`config.mk`:
```
export PLATFORM = sky130hd
export DESIGN_NAME = phi2_clkgen
export DESIGN_NICKNAME = d
export VERILOG_FILES = /design/src/verilog/cpubus_pkg.sv /design/src/verilog/phi2_clkgen.sv
export SDC_FILE = /design/constraint.sdc
export NUM_CORES = 1
export LEC_CHECK = 0
export ABC_AREA = 1
export BUFFER_PORTS_ARGS = -buffer_cell sky130_fd_sc_hd__buf_2
export CORE_MARGIN = 2
export CORE_UTILIZATION = 40
export CTS_BUF_LIST = sky130_fd_sc_hd__clkbuf_4
export CTS_CLUSTER_DIAMETER = 150
export DETAILED_ROUTE_END_ITERATION = 12
export SLEW_MARGIN = 20
export SYNTH_ARGS = -nofsm -noshare
export SYNTH_HDL_FRONTEND = slang
export SYNTH_SLANG_ARGS = --single-unit
```
`constraint.sdc`:
```
create_clock -name clk -period 1.3 [get_ports clk]
set_clock_uncertainty 0.05 [all_clocks]
set_input_delay 0.195 -clock clk [delete_from_list [all_inputs] [get_ports clk]]
set_output_delay 0.195 -clock clk [all_outputs]
set_load 0.01 [all_outputs]
```
`src/verilog/cpubus_pkg.sv`:
```
`default_nettype none

package cpubus_pkg;

    ////////////////////////////////////////////////////////////////////////////
    // Sizes and timing
    ////////////////////////////////////////////////////////////////////////////

    localparam int bm_addr_w  = 20;  // Internal bus-master address
    localparam int mem_addr_w = 12;  // 4 KiB with upper bits ignored
    localparam int mem_wait   = 3;   // Strobe to ack, in clk cycles

    // CPU-visible register map
    localparam logic [2:0] reg_addr_lo  = 3'd0;
    localparam logic [2:0] reg_addr_mid = 3'd1;
    localparam logic [2:0] reg_addr_hi  = 3'd2;  // Step code in upper nibble
    localparam logic [2:0] reg_port0    = 3'd3;
    localparam logic [2:0] reg_port1    = 3'd4;
    localparam logic [2:0] reg_ctrl     = 3'd5;
    localparam logic [2:0] reg_ien      = 3'd6;
    localparam logic [2:0] reg_isr      = 3'd7;

    // Terminal counts of the bus clock divider with the slowest last
    localparam logic [7:0][4:0] clkdiv_max_table = {
        5'd31, 5'd24, 5'd12, 5'd9, 5'd6, 5'd4, 5'd3, 5'd2
    };

    // Code 0 holds the pointer and code n adds 2^(n-1)
    function automatic logic [bm_addr_w-1:0] incr_step(input logic [3:0] code);
        incr_step = (code == 4'd0) ? '0 : bm_addr_w'(1) << (code - 4'd1);
    endfunction

    ////////////////////////////////////////////////////////////////////////////
    // Bus-master and bus-clock bundles
    ////////////////////////////////////////////////////////////////////////////

    typedef struct packed {
        logic [bm_addr_w-1:0] addr;
        logic [7:0]           wrdata;
        logic                 write;
        logic                 strobe;  // Held until ack
    } bm_req_t;

    typedef struct packed {
        logic [7:0] rddata;  // Valid while ack is high
        logic       ack;
    } bm_rsp_t;

    typedef struct packed {
        logic phi2;
        logic rise;  // One clk after phi2 goes high
        logic fall;  // One clk after phi2 goes low
    } phi2_evt_t;

endpackage

`default_nettype wire

```
`src/verilog/phi2_clkgen.sv`:
```
`default_nettype none
`timescale 1ns/100ps

module phi2_clkgen
    import cpubus_pkg::*;
(
    input  logic       clk,
    input  logic       rst,
    input  logic [2:0] clkdiv_sel,
    input  logic       busy,
    output logic       phi2_n,
    output phi2_evt_t  evt
);

    logic [4:0] cnt;
    logic [4:0] cnt_max;
    logic       phi2;
    logic [1:0] phi2_q;  // [1] is the older sample

    assign cnt_max = clkdiv_max_table[clkdiv_sel];

    // Count up, stall at the top while an internal access is open
    always_ff @(posedge clk or posedge rst) begin
        if (rst) begin
            cnt <= '0;
        end else if (cnt == cnt_max) begin
            if (!busy)
                cnt <= '0;
        end else begin
            cnt <= cnt + 5'd1;
        end
    end

    assign phi2   = (cnt != 5'd0);
    assign phi2_n = !phi2;

    always_ff @(posedge clk or posedge rst) begin
        if (rst)
            phi2_q <= 2'b00;
        else
            phi2_q <= {phi2_q[0], phi2};
    end

    assign evt.phi2 = phi2;
    assign evt.rise = (phi2_q == 2'b01);
    assign evt.fall = (phi2_q == 2'b10);

    // Bus clock never drops while an internal access is open
    a_stretch: assert property (@(posedge clk) disable iff (rst)
        busy |-> phi2);

endmodule

`default_nettype wire

```
Word level (Yosys, flattened, before mapping). Memories as Yosys holds them, arrays and structs flattened. Cells that the tools add are included.

Multiplexer cells: 3. Add/sub/neg operators: 1. Reduce and logical (&&, ||, !) cells: 2. Magnitude comparators: 1. Equality and inequality tests: 4.

Operators by type and width (count): $mux 5 (3); $add 5x1->5 const B (1); $eq 5x5->1 (1); $reduce_bool 5->1 (1); $lt 3x4->1 const B (1); $eq 2x1->1 const B (1); $eq 2x2->1 const B (1); $ne 2x2->1 const B (1); $logic_not 1->1 (1).

ROM bits: 40. Logic and storage cells: 14. Memories: 1. Output and inout port bits: 4. Register bits after elaboration: 7.

Memories: (name not given) (depth 8, width 5, read ports 1, clocked after Yosys merged registers in 0, write ports 0, RTL line phi2_clkgen.sv:20) `assign cnt_max = clkdiv_max_table[clkdiv_sel];`.

Logic depth before layout (Yosys ltp).
Depth in word-level cells: 4. Mapped depth: 10. Mapped depth without buffers: 10.

Least setup slack after synthesis. OpenSTA, ideal clock, no wires.

Path kind: in2reg. Start: input port clkdiv_sel[1]. End: register cnt[2]. Stages on the path: 10. Path buffers: 0. Library setup time: 0.118 ns. Data arrival time: 1.076 ns. Slack: 0.056 ns. Path through: inv_1 ha_1 inv_1 nand2_1 nand3_1 nand2_1 nor2_8 nand2_4 nand2_1 nand2_1.

Longest elaborated chain between the ends: 4. Elaborated cells on any way between the ends: 5. Classes of those cells: 2 x eq/ne; 2 x mux; 1 x memory.

Ends and longest elaborated chain: start: declaration (RTL line phi2_clkgen.sv:9) `input logic [2:0] clkdiv_sel,`; $mem_v2 8x5 *; $mux 5 (not written as such) * (RTL line phi2_clkgen.sv:20); $eq 5x5->1 * (RTL line phi2_clkgen.sv:26) `end else if (cnt == cnt_max) begin`; $ne 2x2->1 (no line) or $mux 5 (tied branches); end signal: assignment (RTL line phi2_clkgen.sv:30) `cnt <= cnt + 5'd1;`; end: declaration (RTL line phi2_clkgen.sv:15) `logic [4:0] cnt;`.

Mark *: on every way between the ends. The rest lies on a longest branch, timed or not. The select of a mux whose other input is x is not followed. A chain may end at the register's enable or synchronous reset.

Final worst setup path.
Start: register cnt[0]. End: output port phi2_n.

Longest elaborated chain between the ends: 2.

Ends and longest elaborated chain: $reduce_bool 5->1 (RTL line phi2_clkgen.sv:34) `assign phi2 = (cnt != 5'd0);`; $logic_not 1->1 (RTL line phi2_clkgen.sv:35) `assign phi2_n = !phi2;`; end: declaration (RTL line phi2_clkgen.sv:11) `output logic phi2_n,`.

No other way between the ends.

==> results.py <==
metrics = {
    "timing": {
        "fmax_ghz": 0.717,
        "finalHoldViolations": 0,
        "setup_violations": 2,
        "timing.final.crit_period_ns": 1.40,
        "drv_slew": 0,
        "finalSetupTns_ns": -0.162,
        "setup_ws_ns": -0.0952,
        "rsz0062_at_grt": "true",
        "relSlewSlack": 0.825,
        "finalCritPeriodShare": 1.07,
        "worst_slew_pin_slew_ns": 0.263,
    },
    "synthesis": {
        "synthCells": 76,
        "postSynth.asyncResetShare": 1.00,
        "yosys_warnings": 0,
        "syn_area_um2": 596,
        "synth-seq-cells": 7,
        "yosysUniqueCellTypes": 15,
        "synth-edff-count": 0,
        "syn-mean-instance-area_um2": 7.84,
        "seq_area_frac_synth": 0.294,
        "synth_fp_nets": 85,
        "ys.flop_type": "dfrtp_1",
    },
    "clocking": {
        "clock_sinks": 7,
        "root_buffer": "clkbuf_4",
        "clk_pin_slew_ns": 0.05,
        "clk_latency_ns": 0.25,
        "htreeDepth": 1,
        "cts_buffer_depth": 2,
        "cts_tree": "done",
        "cts_inserted_buffers": 3,
    },
    "power_and_ir_drop": {
        "ir_drop_mv": 1.28,
        "power_density_nw_per_um2": 2140,
        "p_leak_nw": 0.493,
    },
    "place": {
        "dp_hpwl_um": 968,
        "placedInstanceArea_um2": 697,
        "portBuffers": 9,
        "gp_congestion": 0.814,
        "place_inst": 105,
    },
    "setup_path": {
        "required_ns": 1.05,
        "critPathMaxStageDelay_ns": 0.41,
        "critPathKind": "flip-flop to primary output",
        "critPathArrivalTime_ns": 1.15,
        "cp-end-kind": "primary output",
        "crit_path_cell_trace": "inv_2, ha_4, nand4_1, inv_1, buf_2",
        "cp_max_fo": 3,
        "cp-start-kind": "flip-flop",
        "critPathSlowestCell": "dfrtp_2",
    },
    "grt": {
        "grt_pass1_vias": 536,
        "overflow": 0,
        "grt_max_degree": 8,
        "grt_first_pass_wirelength_um": 2460,
        "antenna_found_initial": 0,
        "track_usage": 0.177,
    },
    "job": {
        "drv_cap": 0,
    },
    "floorplanning": {
        "die_height_um": 42.6,
        "die_w_um": 42.6,
        "ioPinCount": 10,
        "coreArea_um2": 1350,
        "initial_core_util": 0.441,
        "core.rowCount": 13,
        "die_area_um2": 1810,
    },
    "drt": {
        "drt_iter0_markers": 20,
        "avgViaCountPerCell": 4.94,
        "num_vias": 583,
        "antenna_left": 0,
        "drt-wirelength-per-cell_um": 11.5,
        "drc_errors": 0,
        "drtPass1Iterations": 4,
        "wirelength_um": 1350,
    },
    "finish": {
        "stdcell_area_um2": 846,
        "drive_gt1_frac": 0.485,
        "nets": 113,
        "syn_to_final_growth_pct": 42.0,
        "final_cells": 118,
        "insertedDiodeCount": 0,
    },
    "worst_hold_path": {
        "hold_path_class": "input port to flip-flop",
    },
    "outcome": {
        "violations": "setup timing",
        "status": "finished, violations left",
    },
}
## critical path: cells and delay by family (launching register included)
family	cells	cell delay, ns
DFF	1	0.41
and+or+nand+nor	1	0.10
buffers and inverters	3	0.27
adders and majority gates	1	0.11
## flip-flops by register name, indices dropped and copies added (netlist names)
signal and cells:
phi2_q 2, cnt 5
## cell usage after synthesis, types with 2 or more instances
library cell,number,area [um^2]
dfrtp_1,7,175
ha_1,3,37.5
inv_1,11,41.3
nand2_1,23,86.3
nand2_2,4,25.0
nand2_4,4,45.0
nand3_1,7,35.0
nand4_1,6,37.5
nor2_1,2,7.51
nor2_8,2,40.0
xor2_1,3,26.3
## placed cells by master (no fill, tap or decap)
cell,Yosys,layout
nand2_1,23,21
buf_4,1,12
inv_1,11,9
buf_2,0,9
nand4_1,6,6
dfrtp_1,7,6
nand2_2,4,5
nand2_4,4,5
nand3_1,7,4
nand3_2,1,4
clkbuf_4,0,4
inv_2,1,3
xor2_1,3,3
nor2_8,2,2
nor2_1,2,2
buf_6,0,2
bufinv_8,1,1
ha_1,3,1
ha_4,0,1
ha_2,0,1
dfrtp_2,0,1
dlygate4sd3_1,0,1
## power breakdown
group	internal (mW)	total, mW	switching, mW
logic	0.576	1.21	0.631
registers	0.322	0.394	0.0725
clock network	0.138	0.212	0.0741
## per-layer routing
layer | GRT usage | vias to the layer above | share of wire
li1 | - | 293 | -
met1 | 0.245 | 272 | 0.46
met5 | 0 | - | 0
met4 | 0.0563 | 0 | 0.0037
met2 | 0.283 | 16 | 0.50
met3 | 0.0259 | 2 | 0.039
## logic make-up after synthesis
| kind of cell | Yosys count | synth area share |
|---|---|---|
| adder cells (fa/ha/maj) | 3 | 0.0630 |
| flip-flops | 7 | 0.294 |
| AND/OR/NAND/NOR | 49 | 0.481 |
| XOR/XNOR | 3 | 0.0441 |
| buffers and inverters | 14 | 0.118 |
## per-stage QoR
stage	hold WS (ns)	utilization	total power, mW	worst slack [ns]
after floorplan	-0.0516	-	1.08	0.0560
after global placement	0.0771	0.516	1.30	-0.113
after detailed placement	0.0791	0.516	1.32	-0.137
after CTS	0.185	0.589	1.73	-0.122
after global routing	0.188	0.627	1.98	-0.179
final	0.195	0.627	1.81	-0.0952
## cell type report
cell class,count,area [um^2]
Clock buffer,4,30.0
Fill cell,133,504
Inverter,13,62.6
Multi-Input combinational cell,55,390
Sequential cell,7,176
Tap cell,15,18.8
Timing Repair Buffer,24,168
## path summary, 6_finish.rpt
check                            endpoint  slack [ns]       from  cells past startpoint
worst max-delay path               phi2_n        -0.1     cnt[0]                      5
worst min register to register  phi2_q[1]        0.37  phi2_q[0]                      0
min in group asynchronous       phi2_q[1]        0.37        rst                      3
max in group asynchronous          cnt[0]        0.60        rst                      3
worst min-delay path               cnt[0]        0.20       busy                      3
worst max register to register     cnt[4]        0.05     cnt[0]                      6
## timing repair
action	4_1_cts	5_1_grt
hold buffers	1	0
endpoints found under the setup margin	2	7
setup buffers	6	2
gates resized for setup	5	9
endpoints found under the hold margin	7	0
pin swaps	2	5
No activity file was read; power rests on OpenSTA's default activity.
