<file path="config.mk">
export PLATFORM = sky130hd
export DESIGN_NAME = cpubus_regs
export DESIGN_NICKNAME = d
export VERILOG_FILES = /design/src/verilog/cpubus_pkg.sv /design/src/verilog/cpubus_regs.sv
export SDC_FILE = /design/constraint.sdc
export NUM_CORES = 1
export LEC_CHECK = 0
export BUFFER_PORTS_ARGS = -buffer_cell sky130_fd_sc_hd__buf_2
export CAP_MARGIN = 20
export CELL_PAD_IN_SITES_DETAIL_PLACEMENT = 1
export CELL_PAD_IN_SITES_GLOBAL_PLACEMENT = 2
export CORE_MARGIN = 4
export CORE_UTILIZATION = 40
export CTS_CLUSTER_DIAMETER = 120
export CTS_CLUSTER_SIZE = 14
export DETAILED_ROUTE_END_ITERATION = 10
export GPL_ROUTABILITY_DRIVEN = 0
export GPL_TIMING_DRIVEN = 0
export PLACE_DENSITY = 0.95
export SYNTH_ARGS = -nofsm -noshare
export SYNTH_HDL_FRONTEND = slang
export SYNTH_SLANG_ARGS = --single-unit
</file>
<file path="constraint.sdc">
create_clock -name clk -period 6.2 [get_ports clk]
set_input_delay 0.62 -clock clk [delete_from_list [all_inputs] [get_ports clk]]
set_output_delay 0.62 -clock clk [all_outputs]
set_load 0.01 [all_outputs]
</file>
<file path="src/verilog/cpubus_pkg.sv">
`default_nettype none

package cpubus_pkg;

    ////////////////////////////////////////////////////////////////////////////
    // Sizes and timing
    ////////////////////////////////////////////////////////////////////////////

    localparam int bm_addr_w  = 20;  // Internal bus-master address
    localparam int mem_addr_w = 12;  // 4 KiB with upper bits ignored
    localparam int mem_wait   = 3;   // Strobe to ack, in clk cycles

    // CPU-visible register map
    localparam logic [2:0] reg_addr_lo  = 3'd0;
    localparam logic [2:0] reg_addr_mid = 3'd1;
    localparam logic [2:0] reg_addr_hi  = 3'd2;  // Step code in upper nibble
    localparam logic [2:0] reg_port0    = 3'd3;
    localparam logic [2:0] reg_port1    = 3'd4;
    localparam logic [2:0] reg_ctrl     = 3'd5;
    localparam logic [2:0] reg_ien      = 3'd6;
    localparam logic [2:0] reg_isr      = 3'd7;

    // Terminal counts of the bus clock divider with the slowest last
    localparam logic [7:0][4:0] clkdiv_max_table = {
        5'd31, 5'd24, 5'd12, 5'd9, 5'd6, 5'd4, 5'd3, 5'd2
    };

    // Code 0 holds the pointer and code n adds 2^(n-1)
    function automatic logic [bm_addr_w-1:0] incr_step(input logic [3:0] code);
        incr_step = (code == 4'd0) ? '0 : bm_addr_w'(1) << (code - 4'd1);
    endfunction

    ////////////////////////////////////////////////////////////////////////////
    // Bus-master and bus-clock bundles
    ////////////////////////////////////////////////////////////////////////////

    typedef struct packed {
        logic [bm_addr_w-1:0] addr;
        logic [7:0]           wrdata;
        logic                 write;
        logic                 strobe;  // Held until ack
    } bm_req_t;

    typedef struct packed {
        logic [7:0] rddata;  // Valid while ack is high
        logic       ack;
    } bm_rsp_t;

    typedef struct packed {
        logic phi2;
        logic rise;  // One clk after phi2 goes high
        logic fall;  // One clk after phi2 goes low
    } phi2_evt_t;

endpackage

`default_nettype wire

</file>
<file path="src/verilog/cpubus_regs.sv">
`default_nettype none
`timescale 1ns/100ps

module cpubus_regs
    import cpubus_pkg::*;
(
    input  logic       clk,
    input  logic       rst,
    input  phi2_evt_t  evt,
    input  logic       cs_n,
    input  logic       rw_n,
    input  logic [2:0] a,
    input  logic [7:0] d_in,
    output logic [7:0] d_out,
    output logic       d_oe,
    input  logic [7:0] irqs,
    output logic       irq_n,
    output logic       warmboot,
    output logic [2:0] clkdiv_sel,
    output logic       busy,
    output bm_req_t    bm_req,
    input  bm_rsp_t    bm_rsp
);

    // Two pointers indexed by port or by the select bit
    logic [1:0][bm_addr_w-1:0] ptr_r, ptr_next;
    logic [1:0][3:0]           code_r, code_next;

    logic       sel_r, sel_next;
    logic [2:0] clkdiv_r, clkdiv_next;
    logic       warm_r, warm_next;
    logic [7:0] ien_r, ien_next;
    logic [7:0] isr_r, isr_next;

    bm_req_t    req_r, req_next;
    logic [7:0] rddata_r, rddata_next;  // Last acked read byte
    logic       busy_r, busy_next;

    logic       do_read;
    logic       do_write;
    logic       is_port;
    logic       port;                   // 0 = pointer 0, 1 = pointer 1
    logic       start;
    logic [7:0] port_data;

    ////////////////////////////////////////////////////////////////////////////
    // CPU side decode
    ////////////////////////////////////////////////////////////////////////////

    assign do_read  = evt.fall && !cs_n && rw_n;   // Start of a read cycle
    assign do_write = evt.rise && !cs_n && !rw_n;  // Data is stable by now
    assign is_port  = (a == reg_port0) || (a == reg_port1);
    assign port     = (a == reg_port1);
    assign start    = (do_read || do_write) && is_port;

    assign port_data = bm_rsp.ack ? bm_rsp.rddata : rddata_r;

    always_comb begin
        case (a)
            reg_addr_lo:  d_out = ptr_r[sel_r][7:0];
            reg_addr_mid: d_out = ptr_r[sel_r][15:8];
            reg_addr_hi:  d_out = {code_r[sel_r], ptr_r[sel_r][19:16]};
            reg_port0,
            reg_port1:    d_out = port_data;
            reg_ctrl:     d_out = {warm_r, 3'b000, clkdiv_r, sel_r};
            reg_ien:      d_out = ien_r;
            default:      d_out = isr_r;
        endcase
    end

    assign d_oe = !cs_n && rw_n;

    ////////////////////////////////////////////////////////////////////////////
    // Next state
    ////////////////////////////////////////////////////////////////////////////

    always_comb begin
        ptr_next    = ptr_r;
        code_next   = code_r;
        sel_next    = sel_r;
        clkdiv_next = clkdiv_r;
        warm_next   = warm_r;
        ien_next    = ien_r;
        isr_next    = isr_r;
        req_next    = req_r;
        rddata_next = rddata_r;
        busy_next   = busy_r;

        if (bm_rsp.ack) begin
            rddata_next     = bm_rsp.rddata;
            req_next.strobe = 1'b0;
            busy_next       = 1'b0;
        end

        if (do_write) begin
            case (a)
                reg_addr_lo:  ptr_next[sel_r][7:0]   = d_in;
                reg_addr_mid: ptr_next[sel_r][15:8]  = d_in;
                reg_addr_hi: begin
                    code_next[sel_r]       = d_in[7:4];
                    ptr_next[sel_r][19:16] = d_in[3:0];
                end
                reg_ctrl: begin
                    warm_next   = d_in[7];
                    clkdiv_next = d_in[3:1];
                    sel_next    = d_in[0];
                end
                reg_ien:      ien_next = d_in;
                reg_isr:      isr_next = isr_r & ~d_in;  // Write one to clear
                default:      ;                          // Ports handled below
            endcase
        end

        isr_next = isr_next | irqs;  // Sticky and sampled every clock

        // Port access at current pointer, then step it
        if (start) begin
            req_next.addr   = ptr_r[port];
            req_next.write  = do_write;
            req_next.strobe = 1'b1;
            if (do_write)
                req_next.wrdata = d_in;
            ptr_next[port] = ptr_r[port] + incr_step(code_r[port]);
            busy_next      = 1'b1;
        end
    end

    always_ff @(posedge clk or posedge rst) begin
        if (rst) begin
            ptr_r    <= '0;
            code_r   <= '0;
            sel_r    <= 1'b0;
            clkdiv_r <= 3'd0;
            warm_r   <= 1'b0;
            ien_r    <= 8'h00;
            isr_r    <= 8'h00;
            req_r    <= '0;
            rddata_r <= 8'h00;
            busy_r   <= 1'b0;
        end else begin
            ptr_r    <= ptr_next;
            code_r   <= code_next;
            sel_r    <= sel_next;
            clkdiv_r <= clkdiv_next;
            warm_r   <= warm_next;
            ien_r    <= ien_next;
            isr_r    <= isr_next;
            req_r    <= req_next;
            rddata_r <= rddata_next;
            busy_r   <= busy_next;
        end
    end

    // Request goes out in the cycle of the bus event
    assign bm_req     = req_next;
    assign busy       = busy_next;
    assign irq_n      = ~|(isr_r & ien_r);
    assign warmboot   = warm_r;
    assign clkdiv_sel = clkdiv_r;

    // One outstanding request that only the memory releases
    a_no_overlap: assert property (@(posedge clk) disable iff (rst)
        start |-> !busy_r);

    a_busy_ack: assert property (@(posedge clk) disable iff (rst)
        bm_rsp.ack |-> busy_r);

endmodule

`default_nettype wire

</file>
# Word-level counts from Yosys, hierarchy flattened
# Cells that the tools add are included.
[word_totals] output_inout_bits=45 in_bits=35 wordCells=89 reg_bits=108
[op_classes] reduce_logical=20 order_cmp=4 eq_ne=7 n_addsub=2 mux=36 bitwise_logic=4 shifts=1
[ops] op="40-bit bitwise mux" count=4
[ops] op="20-bit 2-to-1 mux" count=7
[ops] op="40-bit case mux with 3 select lines" count=1
[ops] op="20-bit demux with 1-bit select" count=4
[ops] op="40-bit 2-to-1 mux" count=2
[ops] op="8-bit case mux with 6 select lines" count=1
[ops] op="8-bit 2-to-1 mux" count=5
[ops] op="30-bit 2-to-1 mux" count=1
[ops] op="20-bit adder" count=1
[ops] op="4-bit 2-to-1 mux" count=5
[ops] op="1-bit by 4-bit << shifter with 20-bit output (first input constant)" count=1
[ops] op="8-bit bitwise AND" count=2
[ops] op="16-bit 2-to-1 mux" count=1
[ops] op="3-bit equality test (second input constant)" count=4
[ops] op="8-bit bitwise mux" count=1
[ops] op="1-bit logical AND" count=8
[ops] op="8-bit inverter" count=1
[ops] op="8-bit OR" count=1
[ops] op="8-bit OR reduction" count=1
[ops] op="3-bit by 2-bit equality test with 1-bit output (second input constant)" count=2
[ops] op="2-bit AND reduction" count=3
[ops] op="4-bit demux with 1-bit select" count=1
[ops] op="4-bit logical NOT" count=1
[ops] op="1-bit by 2-bit < comparator with 1-bit output (second input constant)" count=2
[ops] op="other kinds (8)" count=14

# Longest topological paths before layout
# Gate-level depths: netlist (run 1).
[logic_depth] word_depth=9 mapped_depth=15 mapped_depth_nobuf=13

# Least setup slack after synthesis (run 1)
# OpenSTA, ideal clock, no wires.
[synth_timing] path_kind="in2reg" startpoint="input port a[1]" endpoint="register ptr_r[39] (netlist name)" path_stages=14 n_path_buf=2 setup_ns=0.144 required_time_ns=6.056 arrival_ns=3.601 slack_ns=2.455 path_cell_list="clkbuf_1 > nor3b_4 > clkbuf_1 > nor3b_1 > a31oi_1 > nor2_1 > ha_1 > and3_1 > a221o_1 > a211oi_2 > a2bb2oi_2 > a21oi_4 > a211oi_1 > a311oi_1"
[synth_lines] item="start: declaration" line="cpubus_regs.sv:12" text="input logic [2:0] a,"
[synth_lines] item="end signal: assignment" line="cpubus_regs.sv:141" text="ptr_r <= ptr_next;"
[synth_lines] item="end: declaration" line="cpubus_regs.sv:26" text="logic [1:0][bm_addr_w-1:0] ptr_r, ptr_next;"

==> reports/qor.yml, run 1 <==
clk_path_buf_depth: 2
hold_viol_final: 0
synth_top_family_by_area: "multiplexers"
cts_resized: 0
total_power_w: 0.00256
setup_viol: 0
cp.arrival_ns: 4.97
powerDensity_mw_per_mm2: 347
synth_edf_count: 0
synthAdderAreaFrac_pct: 3.42
crit_top_cell: "a21oi_1"
root_buffer: "clkbuf_16"
syn_avg_cell_area_um2: 9.73
avgViaCountPerCell: 5.95
cts_buffers: 9
ant_nets: 0
clkTransAtPathRegs_ns: 0.08
synth-simple-area-share_pct: 13.7
required_ns: 6.42
initial_core_util_pct: 40.6
clkSinkCount: 108
slowest_stage: "clkbuf_1"
fin_crit_ns: 4.75
num_vias: 5731
core-area_mm2: 0.0158
grt_overflow: 0
synth-async-reset-ratio_pct: 100
netlist_area_mm2: 0.00643
ir_drop_uv: 162
rsz0062_at_grt: "no"
drv_cap: 0
dpl.hpwl_mm: 16.3
critPathLaunchType: "primary input"
finalSetupTns_ns: 0
timing.slew.headroom_pct: 33.8
grt_max_degree: 59
yosysWarnings: 0
die_h_um: 135
antenna_cells: 0
hp-class: "primary input to asynchronous set/reset pin"
critPathKind: "primary input to flop"
cts_setup_buffers: 0
area_delta_synth_final_pct: 14.9
final_nets: 795
synth_compound_area_share_pct: 16.0
route.detailed.drc: 0
first_pass_iters: 5
insertion_delay_ns: 0.38
htreeDepth: 3
slew_violations: 0
drive_above_1_share_pct: 23.8
muxShareOfSynthArea_pct: 19.7
syn-num-nets: 713
fin_skew_ns: 0.0151
ys_types: 50
netlist_instances: 661
setup.worst_path.end_class: "flop"
cp_cell_sequence: "clkbuf_1 -> nor3b_4 -> clkbuf_1 -> nor3b_1 -> a31oi_1 -> nor2_1 -> ha_1 -> fa_1 -> a21o_1 -> nand4_1 -> a21oi_1 -> o2111ai_1 -> a21oi_1 -> xnor2_1 -> a21oi_1"
synthXorXnorAreaFrac_pct: 2.32
io_pins: 80
ctsHoldBuffers: 0
slowest_delay_ns: 0.66
grt_pass1_wl_mm: 34.4
antenna_found_initial: 0
track_usage_pct: 24.8
wl_mm: 22.2
port_buffers: 68
outcome: "completed"
cts_tree: "yes"
wire_per_inst_um: 23.0
max_freq_mhz: 211
p_leak_nw: 3.45
grt_pass1_vias: 6011
synth.ff_latch_count: 108
rows: 46
die-width_um: 135
tightestPinTransition_ns: 0.986
drt_iter0_drc: 397
die_area_mm2: 0.0182
synthFlopType: "dfrtp_1"
synth-seq-area-share_pct: 42.0
min_period_over_period_pct: 76.6
cp_max_fo: 10
==> registers in the layout, summed over array words and instances, names as in the netlist <==
register / cells
isr_r: 8
clkdiv_sel: 3
sel_r: 1
ptr_r: 40
warmboot: 1
rddata_r: 8
busy_r: 1
code_r: 8
req_r: 30
ien_r: 8
==> critical path, delay by kind of cell <==
family | cells | cell delay (ns)
AOI/OAI and AO/OA | 6 | 1.58
xor gates and xnor gates | 1 | 0.29
adders and majority gates | 2 | 0.77
buffers and inverters | 2 | 0.84
and+or+nand+nor | 4 | 0.87
==> report_power, final <==
group	total, W	switching, W	internal (W)	leakage (nW)
registers	0.00103	0.000135	0.000894	1.31
clock network	0.000606	0.000313	0.000292	0.140
logic	0.000929	0.000539	0.000390	2.00
==> worst paths after layout <==
kind                              to  slack, ns       from  cells after the start
hold reg to reg               busy_r       0.49     busy_r                      1
setup reg to reg           ptr_r[16]       2.52  code_r[0]                     12
hold / removal              req_r[7]       0.40        rst                      2
min in group clk            isr_r[5]       0.43    irqs[5]                      2
setup / recovery           ptr_r[16]       1.45       a[1]                     15
max in group asynchronous  req_r[25]       5.07        rst                      3
==> metrics by stage <==
step | instances | utilization (%) | hold WS [ns] | area [um2] | setup WS, ns
3_3_place_gp | 945 | 44.5 | 0.458 | 7040 | 1.31
3_5_place_dp | 946 | 44.7 | 0.474 | 7070 | 1.21
4_1_cts | 962 | 46.6 | 0.424 | 7370 | 1.54
2_1_floorplan | 661 | - | 0.466 | 6430 | 2.45
6_report | 964 | 46.7 | 0.397 | 7390 | 1.45
5_1_grt | 964 | 46.7 | 0.419 | 7390 | 1.25
==> area by class of cell <==
type	count	area (um2)
fillers	1847	8440
multi-input cells	506	3550
flip-flops and latches	108	2700
repair buffers	71	387
well taps	216	270
clock buffers	10	239
plain buffers	38	145
clock inverters	6	60.1
inverters	9	36.3
==> cell usage after synthesis (11+ instances only) <==
| cell | count | area share (%) |
|---|---|---|
| a31oi_1 | 11 | 1.1 |
| nor2_1 | 54 | 3.2 |
| dfrtp_1 | 108 | 42 |
| nand3_1 | 11 | 0.86 |
| nand2_1 | 96 | 5.6 |
| mux2_2 | 78 | 14 |
| a21o_1 | 21 | 2.5 |
| mux2i_1 | 39 | 6.1 |
| o21ai_0 | 26 | 2.0 |
| a22oi_1 | 11 | 1.3 |
| a21oi_1 | 42 | 3.3 |
| clkbuf_1 | 28 | 1.6 |
| ha_1 | 16 | 3.1 |
==> cells in the final DEF, fill, tap and decap left out, types with 9 or more instances in the layout <==
cell       synthesis  routed
mux2i_1           39      39
ha_1              16      16
a31oi_1           11      11
a21oi_1           42      42
o21ai_0           26      26
clkbuf_16          0       9
nand3_1           11      11
a21o_1            21      21
a22oi_1           11      11
dfrtp_1          108     108
buf_2              2      70
mux2_2            78      78
a221oi_1           9       9
clkbuf_1          28      28
nand2_1           96      96
nor2_1            54      54
xnor2_1            9       9
==> logic make-up (layout without fill, tap and decap cells) <==
kind of cell,count (synthesis),in the layout
other,1,1
xor gates and xnor gates,17,17
buffers and inverters,47,134
adders and majority gates,17,17
muxes,117,117
and+or+nand+nor,200,200
AOI/OAI and AO/OA,154,154
DFF,108,108
==> routing by layer <==
metal  up-vias  GRT usage [%]  share of wire (%)
li1       2538              -                  -
met1      2965           31.9                 42
met2       184           42.3                 50
met3        44           4.21                5.6
met4         0           8.54                2.8
met5         -              0                  0
Power figures use the tool's default switching activity.
==> run 2, diff against run 1 <==
--- a/config.mk
+++ b/config.mk
@@ -10,13 +10,13 @@
 export CELL_PAD_IN_SITES_DETAIL_PLACEMENT = 1
 export CELL_PAD_IN_SITES_GLOBAL_PLACEMENT = 2
 export CORE_MARGIN = 4
-export CORE_UTILIZATION = 40
+export CORE_UTILIZATION = 34
 export CTS_CLUSTER_DIAMETER = 120
 export CTS_CLUSTER_SIZE = 14
 export DETAILED_ROUTE_END_ITERATION = 10
 export GPL_ROUTABILITY_DRIVEN = 0
 export GPL_TIMING_DRIVEN = 0
-export PLACE_DENSITY = 0.95
+export PLACE_DENSITY = 0.87
 export SYNTH_ARGS = -nofsm -noshare
 export SYNTH_HDL_FRONTEND = slang
 export SYNTH_SLANG_ARGS = --single-unit
==> constraint.sdc (replaced) <==
create_clock -name clk -period 4.33 [get_ports clk]
set_input_delay 0.433 -clock clk [delete_from_list [all_inputs] [get_ports clk]]
set_output_delay 0.433 -clock clk [all_outputs]
set_load 0.01 [all_outputs]
==> reports/qor.yml, run 2 (same netlist as run 1, synthesis figures left out) <==
outcome: "completed"
r2r_end: "ptr_r[15]"
dpl.hpwl_mm: 16.0  # -1.3%
layout_commonest_cell: "dfrtp_1"
critPathKind: "primary input to flop"
r2r_slack_ns: 0.79  # -1.73 ns
fin_skew_ns: 0.0148  # -0.000296 ns
p_leak_nw: 3.47  # +0.51%
p_comb_share_pct: 36.2  # about the same
slowest_delay_ns: 0.50  # -0.16 ns
crit_family: "compound AO/OA/AOI/OAI gates"
switching_share_pct: 38.1  # -0.41 points
finalSetupTns_ns: 0  # unchanged
rsz0062_at_grt: "no"
min_period_over_period_pct: 94.4
hp-class: "primary input to asynchronous set/reset pin"
wire_per_inst_um: 22.0  # -4.5%
fillers: 2146  # +16%
fin_area_mm2: 0.00743  # +0.58%
drive_above_1_share_pct: 24.5  # +0.67 points
io_pins: 80  # unchanged
hold_viol_final: 0  # unchanged
p_sw_w: 0.00139  # +41%
grt_max_degree: 77  # +31%
cts_setup_buffers: 0  # unchanged
initial_core_util_pct: 34.5  # -6.1 points
reg2reg_depth: 12  # unchanged
seq_power_share_pct: 40.1  # about the same
fin_crit_ns: 4.09
cts_tree: "yes"
cp_cell_sequence: "buf_2 -> clkbuf_1 -> nand2_1 -> clkbuf_2 -> a31oi_1 -> nor2_1 -> ha_1 -> and3_1 -> a221o_1 -> a211oi_2 -> o21bai_1 -> a21bo_2 -> xnor2_1 -> a21oi_1"
grt_pass1_wl_mm: 33.5  # -2.8%
ctsHoldBuffers: 0  # unchanged
slew_violations: 0  # unchanged
wl_mm: 21.6  # -2.7%
powerDensity_mw_per_mm2: 492  # +42%
cp_max_fo: 10  # unchanged
route.detailed.drc: 0  # unchanged
setup.worst_path.end_class: "flop"
die-width_um: 146  # +8.0%
antenna_found_initial: 0  # unchanged
core-area_mm2: 0.0186  # +18%
mostFrequentLayoutCells: "dfrtp_1, nand2_1, mux2_2"
avgViaCountPerCell: 5.54  # -6.9%
antenna_cells: 0  # unchanged
internal_power_w: 0.00226  # +44%
area_delta_synth_final_pct: 15.6
timing.final.ws_setup_ns: 0.243  # -1.21 ns
clk_path_buf_depth: 2  # unchanged
dp.cells: 965  # +2.0%
grt_overflow: 0  # unchanged
cts_buffers: 9  # unchanged
clkTransAtPathRegs_ns: 0.08  # about the same
final_nets: 795  # unchanged
die_area_mm2: 0.0212  # +17%
dp_slack_ns: -0.467  # -1.68 ns
slowest_stage: "a31oi_1"
final_cells: 982  # +1.9%
largest_reg_flops: 40  # unchanged
htreeDepth: 3  # unchanged
critPathLaunchType: "primary input"
first_pass_iters: 5  # unchanged
num_vias: 5437  # -5.1%
ir_drop_uv: 250  # +54%
timing.slew.headroom_pct: 29.4  # -4.4 points
ant_nets: 0  # unchanged
grt_pass1_vias: 5722  # -4.8%
insertion_delay_ns: 0.37  # about the same
path_buf_inv: 3  # +1
power.share.clock_pct: 23.7  # about the same
placed_area_mm2: 0.00711  # +0.51%
clkSinkCount: 108  # unchanged
holdWs_ns: 0.0345  # -0.362 ns
reg.largest.list: "ptr_r: 40 flops, req_r: 30 flops"
rr_startpoint: "code_r[5]"
setup_viol: 0  # unchanged
drt_iter0_drc: 259  # -35%
drv_cap: 0  # unchanged
cp.arrival_ns: 4.31  # -0.66 ns
rows: 50  # +8.7%
required_ns: 4.55  # -1.87 ns
die_h_um: 146  # +8.0%
port_buffers: 68  # unchanged
top_register: "ptr_r"
max_freq_mhz: 245
tightestPinTransition_ns: 1.05  # +0.0649 ns
track_usage_pct: 20.3  # -4.5 points
root_buffer: "clkbuf_16"
-- run 2: what timing repair did --
action,in CTS,in global routing
cloned,0,0
setup endpoints to repair,7,10
resized for setup,1,6
-- run 2: how the worst max path moves through the flow --
stage,to,startpoint,slack [ns],cells past startpoint
after floorplan,ptr_r[39],a[1],0.77,14
after global placement,req_r[22],rst,-0.49,2
after detailed placement,ptr_r[16],a[1],-0.47,15
after CTS,ptr_r[16],a[1],0.13,15
after global routing,ptr_r[16],a[1],0.003,15
final,ptr_r[15],a[2],0.24,14
-- run 2: worst reg2reg max path: stages (launching register included) --
cell      delay, ns
dfrtp_1        0.42
inv_1          0.13
nor3_1         0.07
a31oi_1        0.44
nor2_1         0.12
ha_1           0.38
and3_1         0.24
a221o_1        0.34
a211oi_2       0.44
o21bai_1       0.20
a21bo_2        0.25
xnor2_1        0.26
a21oi_1        0.12
-- run 2: per-stage QoR --
stage	utilization, %	total power, W
2_1_floorplan	-	0.00232
3_3_place_gp	37.9	0.00277
3_5_place_dp	38.1	0.00281
4_1_cts	39.8	0.00368
5_1_grt	39.9	0.00389
6_report	39.9	0.00366
-- run 2: power groups by stage --
stage | sequential (W) | combinational (W) | clock, W
floorplan | 0.00142 | 0.000904 | 0
global placement | 0.00147 | 0.00130 | 0
detailed placement | 0.00148 | 0.00133 | 0
CTS | 0.00146 | 0.00133 | 0.000878
global route | 0.00150 | 0.00147 | 0.000916
finish | 0.00147 | 0.00132 | 0.000866
-- run 2: routing by layer --
layer / up-vias / global-route usage [%] / wire length (um)
li1: 2529 / - / -
met3: 35 / 2.87 / 745
met4: 0 / 8.02 / 672
met1: 2751 / 26.7 / 9770
met5: - / 0 / 0
met2: 122 / 33.8 / 10400
-- run 2: area by class of cell --
cell class                 count  area (um2)  area share, %
timing repair buffer          71         384           5.17
clock inverter                 6        63.8          0.859
multi-input combinational    506        3560           47.9
inverter                       9        38.8          0.522
clock buffer                  10         239           3.22
buffer                        38         149           2.00
tap                          234         293           3.94
sequential                   108        2700           36.4
